[src/rtl/mac_pkg.sv]
`default_nettype none

package mac_pkg;

    // One input operand
    typedef logic signed [15:0] operand_t;

    // Product and running sum share one width
    typedef logic signed [31:0] acc_t;

    typedef enum logic [2:0] {
        IDLE,
        LOAD,        // Operands captured
        ACCUMULATE,  // Product folded into the sum
        ACK_HOLD,    // Waiting for req to drop
        DONE         // One-cycle completion strobe
    } mac_state_t;

endpackage

`default_nettype wire

[src/rtl/mac_ctrl_if.sv]
`timescale 1ns/1ps
`default_nettype none

interface mac_ctrl_if;

    logic load_operands; // Capture a and b
    logic accumulate;    // Update sum and sticky flag
    logic hold_result;   // Leave all datapath state alone
    logic done;          // Vector complete, copy to outputs

    modport fsm (
        output load_operands,
        output accumulate,
        output hold_result,
        output done
    );

    modport datapath (
        input load_operands,
        input accumulate,
        input hold_result,
        input done
    );

endinterface

`default_nettype wire

[src/rtl/mac_fsm.sv]
`timescale 1ns/1ps
`default_nettype none

module mac_fsm (
    input  logic   clk,
    input  logic   reset,
    input  logic   req,
    input  logic   last_term,
    output logic   ack,
    output logic   step,
    mac_ctrl_if.fsm ctrl
);
    import mac_pkg::*;

    mac_state_t state;
    mac_state_t next_state;
    logic       vector_end; // Last pair seen in ACCUMULATE

    // The counter advances on the step edge, so its view of the
    // last pair is kept here for the exit from ACK_HOLD
    always_ff @(posedge clk or posedge reset) begin
        if (reset) begin
            vector_end <= 1'b0;
        end else if (state == ACCUMULATE) begin
            vector_end <= last_term;
        end
    end

    always_ff @(posedge clk or posedge reset) begin
        if (reset) begin
            state <= IDLE;
        end else begin
            state <= next_state;
        end
    end

    always_comb begin
        next_state = state;
        unique case (state)
            IDLE: begin
                if (req) begin
                    next_state = LOAD;
                end
            end
            LOAD:       next_state = ACCUMULATE;
            ACCUMULATE: next_state = ACK_HOLD;
            ACK_HOLD: begin
                // Slow release just keeps us here
                if (!req) begin
                    next_state = vector_end ? DONE : IDLE;
                end
            end
            DONE:       next_state = IDLE;
            default:    next_state = IDLE;
        endcase
    end

    // Strobes decoded straight from the state register
    assign ctrl.load_operands = (state == LOAD);
    assign ctrl.accumulate    = (state == ACCUMULATE);
    assign ctrl.done          = (state == DONE);
    assign ctrl.hold_result   = (state == IDLE) || (state == ACK_HOLD) || (state == DONE);

    assign step = (state == ACCUMULATE);
    assign ack  = (state == ACK_HOLD);

endmodule

`default_nettype wire

[src/rtl/term_counter.sv]
`timescale 1ns/1ps
`default_nettype none

module term_counter #(
    parameter int vector_length = 4
) (
    input  logic clk,
    input  logic reset,
    input  logic step,
    output logic first_term,
    output logic last_term
);

    // At least one bit, even for single-pair vectors
    localparam int count_width = (vector_length > 1) ? $clog2(vector_length) : 1;

    typedef logic [count_width-1:0] count_t;

    localparam count_t last_count = count_t'(vector_length - 1);

    count_t count;

    always_ff @(posedge clk or posedge reset) begin
        if (reset) begin
            count <= '0;
        end else if (step) begin
            if (last_term) begin
                count <= '0; // Wrap for the next vector
            end else begin
                count <= count + count_t'(1);
            end
        end
    end

    assign first_term = (count == '0);
    assign last_term  = (count == last_count); // Both high when vector_length is 1

endmodule

`default_nettype wire

[src/rtl/mac_datapath.sv]
`timescale 1ns/1ps
`default_nettype none

module mac_datapath (
    input  logic              clk,
    input  logic              reset,
    input  logic              first_term,
    input  mac_pkg::operand_t a,
    input  mac_pkg::operand_t b,
    mac_ctrl_if.datapath      ctrl,
    output mac_pkg::acc_t     result,
    output logic              overflow
);
    import mac_pkg::*;

    operand_t a_q;
    operand_t b_q;
    acc_t     product;
    acc_t     acc;
    acc_t     sum;
    acc_t     result_q;
    logic     sticky_ovf;
    logic     result_ovf_q;
    logic     add_ovf;
    logic     acc_en;

    // Operand capture, payload only
    always_ff @(posedge clk) begin
        if (ctrl.load_operands) begin
            a_q <= a;
            b_q <= b;
        end
    end

    assign product = a_q * b_q; // Full 32-bit signed product
    assign sum     = acc + product;

    // Same-sign addends with a sum of the other sign
    assign add_ovf = (acc[31] == product[31]) && (sum[31] != acc[31]);

    assign acc_en = ctrl.accumulate && !ctrl.hold_result;

    always_ff @(posedge clk or posedge reset) begin
        if (reset) begin
            acc        <= '0;
            sticky_ovf <= 1'b0;
        end else if (acc_en) begin
            if (first_term) begin
                acc        <= product; // New vector starts from its own product
                sticky_ovf <= 1'b0;
            end else begin
                acc        <= sum;     // Wraps, no saturation
                sticky_ovf <= sticky_ovf | add_ovf;
            end
        end
    end

    // Output copy so the next vector can run underneath
    always_ff @(posedge clk or posedge reset) begin
        if (reset) begin
            result_q     <= '0;
            result_ovf_q <= 1'b0;
        end else if (ctrl.done) begin
            result_q     <= acc;
            result_ovf_q <= sticky_ovf;
        end
    end

    // Bypass makes the sum visible in the done cycle itself
    assign result   = ctrl.done ? acc : result_q;
    assign overflow = ctrl.done ? sticky_ovf : result_ovf_q;

endmodule

`default_nettype wire

[src/rtl/mac_unit.sv]
`timescale 1ns/1ps
`default_nettype none

module mac_unit #(
    parameter int vector_length = 4
) (
    input  logic              clk,
    input  logic              reset,
    input  logic              req,
    input  mac_pkg::operand_t a,
    input  mac_pkg::operand_t b,
    output logic              ack,
    output logic              done,
    output logic              overflow,
    output mac_pkg::acc_t     result
);

    logic step;
    logic first_term;
    logic last_term;

    mac_ctrl_if ctrl_if ();

    mac_fsm fsm_i (
        .clk       (clk),
        .reset     (reset),
        .req       (req),
        .last_term (last_term),
        .ack       (ack),
        .step      (step),
        .ctrl      (ctrl_if.fsm)
    );

    term_counter #(
        .vector_length (vector_length)
    ) counter_i (
        .clk        (clk),
        .reset      (reset),
        .step       (step),
        .first_term (first_term),
        .last_term  (last_term)
    );

    mac_datapath datapath_i (
        .clk        (clk),
        .reset      (reset),
        .first_term (first_term),
        .a          (a),
        .b          (b),
        .ctrl       (ctrl_if.datapath),
        .result     (result),
        .overflow   (overflow)
    );

    assign done = ctrl_if.done; // Completion strobe straight from the FSM

endmodule

`default_nettype wire

[config.mk]
export PLATFORM = sky130hd
export DESIGN_NAME = mac_unit
export DESIGN_NICKNAME = d
export VERILOG_FILES = /design/src/rtl/mac_pkg.sv /design/src/rtl/mac_ctrl_if.sv /design/src/rtl/mac_fsm.sv /design/src/rtl/term_counter.sv /design/src/rtl/mac_datapath.sv /design/src/rtl/mac_unit.sv
export SDC_FILE = /design/constraint.sdc
export NUM_CORES = 1
export LEC_CHECK = 0
export ABC_AREA = 1
export BUFFER_PORTS_ARGS = -buffer_cell sky130_fd_sc_hd__buf_2
export CORE_MARGIN = 2
export CORE_UTILIZATION = 45
export DETAILED_ROUTE_END_ITERATION = 12
export GPL_TIMING_DRIVEN = 0
export PLACE_DENSITY = 0.63
export SLEW_MARGIN = 20
export SYNTH_ARGS = -nofsm -noshare
export SYNTH_HDL_FRONTEND = slang
export SYNTH_SLANG_ARGS = --single-unit
[constraint.sdc]
create_clock -name clk -period 13.76 [get_ports clk]
set_clock_uncertainty 0.1 [all_clocks]
set_input_delay 0.688 -clock clk [delete_from_list [all_inputs] [get_ports clk]]
set_output_delay 0.688 -clock clk [all_outputs]
set_load 0.01 [all_outputs]
==> metrics <==
outcome=completed; via count=14,173; Seq cells post-synth=104; detailed placer's ending HPWL=42.9 mm; CTS buffer count=9; Synth Cell Area=16,800 um2; post-synthesis compound-gate area fraction=7.35%; Peak Freq=0.118 GHz; vias in the first global route=14,874; delay of the slowest cell on the worst path=0.56 ns; CTS tree=built; gate count of the mapped netlist=2,199; fraction of layout cells with a size suffix above 1=5.82%; Distinct cells, synth=48; clk buf depth=2; NumNets Final=2,694; Synth Area in XOR/XNOR=0.880%; DRC=0; Post-CTS Resized=0; Critical-path top delay cell=clkbuf_1; initial antenna violation count=0; Fin. Hold Viols=0; Post-DRT Antenna Nets=0; vias per cell=5.15; Reg area=2760 um2; Critical Path RT=13.99 ns; min setup slack post-route=5.28 ns; PortBufs=69; Overall Global Routing Usage=27.6%; crit path buf inv count=8; main combinational cell family by area after synthesis=adder cells; Root Driver=clkbuf_16; post-CTS setup buffer count=0; full die area=38,800 um2; Initial Utilization=45.7%; die width=197 um; clk sink count=104; FP Rows=70; CP max FO=10; Worst slew margin=50.9%; R2R setup slack=5.28 ns; final slew viol count=0; area grow syn2layout=7.53%; Worst-path clk slew=0.09 ns; Setup WS pre-CTS=5.42 ns; number of hold buffers added after cts=0; Routed WL=50.0 mm; crit share post-route=61.7%; core area=36,700 um2; mux cell area share after synthesis=0%; Synth async-reset ratio=69.2%; Setup crit start=datapath_i.a_q[7]; Synth Area in Adders=40.0%; antenna diode count=0; CP Data Arrival Time=8.72 ns; WS Path Type=reg2reg; Worst R2R Start=datapath_i.a_q[7]; Top Family by Delay on Critical Path=adder cells; Clock Latency Late Sink=0.40 ns; largest net degree at the start of global routing=39; Syn Nets=2,612; number of fillers in the final layout=3,637; Synth Flop Type=dfrtp_1; TNS Setup=0 ns; hold crit path type=in2async; Simple-Gate Fraction of Synth Area=20.9%; I/O pin total=70; Max Cap Viol=0; sequential-to-total area share from yosys stat=16.5%; DIE HEIGHT=197 um; DRT iter0 DRCs=979; footprint of the multi-input gates=11,600 um2; Tightest Pin Transition=0.737 ns; min Tclk post-route=8.48 ns; Setup Viol. Count Final=0; commonest non-fill, non-tap cells in the layout=inv_1, nand2_1, fa_1, nor2_1, ha_1; Setup crit start kind=flop; routability cong.=0.972; CTS HTree Levels=3; Avg WL per Cell=18.1 um; RSZ-0062 raised after global routing=no; gr ovfl total=0; EDFF count, synth=32; Yosys warning count=0; Avg Inst Size Synth=7.63 um2; Crit. End Element=flop; commonest non-fill, non-tap cell in the layout=inv_1; DR pass1 iterations=6; global-route wire length before repair=81.4 mm
## routing by layer
metal	global-route usage, %	up-vias	part of all wire, %	routed length, um
met5	0	-	0	0
met4	8.83	0	3.1	1570
met3	4.18	86	5.4	2680
met2	46.5	433	48	24000
met1	36.7	6927	44	21700
li1	-	6727	-	-
## cells by family (layout without fill, tap and decap cells)
kind of cell | count (synthesis) | in the layout
AOI/OAI and AO/OA | 219 | 219
xor gates and xnor gates | 16 | 16
adders and majority gates | 378 | 378
buffers and inverters | 641 | 728
DFF | 104 | 104
and+or+nand+nor | 841 | 841
## synthesized netlist by cell type (2+ instances only)
cell	instances	share of area, %
nor2_4	3	0.20
nor2_1	118	2.6
a31oi_1	5	0.19
or2_1	3	0.11
clkbuf_1	68	1.5
xnor2_1	5	0.26
nor2_2	6	0.22
o21ai_2	3	0.16
a21oi_2	2	0.10
nor3_1	13	0.39
o211ai_1	10	0.45
nand3_1	82	2.4
nand3_2	7	0.42
a21o_1	7	0.31
edfxtp_1	32	5.7
ha_1	115	8.6
o221ai_1	2	0.10
o21a_1	2	0.089
fa_1	263	31
o22ai_1	4	0.15
nand3b_1	4	0.18
nand4_1	26	0.97
nand2_1	556	12
dfrtp_1	72	11
xor2_1	10	0.52
inv_1	566	13
a21oi_1	76	2.3
or2_2	8	0.30
o21bai_1	9	0.40
o21ai_0	85	2.5
o21ai_1	6	0.18
buf_1	2	0.045
a211oi_1	2	0.089
a21boi_0	4	0.18
nand2_2	8	0.30
and2_1	3	0.11
## state kept, by name, indices dropped and copies added, names as in the netlist
signal and flops:
fsm_i.state 3, datapath_i.acc 32, fsm_i.vector_end 1, datapath_i.result_q 32, counter_i.count 2, datapath_i.result_ovf_q 1, datapath_i.sticky_ovf 1, datapath_i.b_q 16
datapath_i.a_q 16
## layout make-up
cell class                      instances  share of cell area [%]
Buffer                                 73                    1.59
Clock inverter                          7                   0.319
Clock buffer                            9                    1.25
Timing Repair Buffer                   71                    2.14
Inverter                              568                    11.8
Sequential cell                       104                    15.3
Multi-Input combinational cell       1454                    64.3
Tap cell                              468                    3.25
## stage by stage
step | cells | cell area, um2 | hold WS, ns | util [%]
2_1_floorplan | 2199 | 16800 | 0.370 | -
3_3_place_gp | 2736 | 17700 | 0.345 | 48.3
3_5_place_dp | 2738 | 17800 | 0.352 | 48.4
4_1_cts | 2754 | 18000 | 0.210 | 49.2
5_1_grt | 2754 | 18000 | 0.241 | 49.2
6_report | 2754 | 18000 | 0.203 | 49.2
## path summary, 6_finish.rpt
| kind | cells after the start | to |
|---|---|---|
| worst min-delay path | 2 | datapath_i.result_q[3] |
| worst min register to register | 2 | datapath_i.result_q[17] |
| min in group clk | 1 | datapath_i.b_q[9] |
| worst max-delay path | 30 | datapath_i.sticky_ovf |
| worst max register to register | 30 | datapath_i.sticky_ovf |
| max in group asynchronous | 3 | datapath_i.acc[30] |
Power is left out: the tool's default activity adds up to more than one toggle a clock period on the data nets, which glitch-free logic cannot reach.
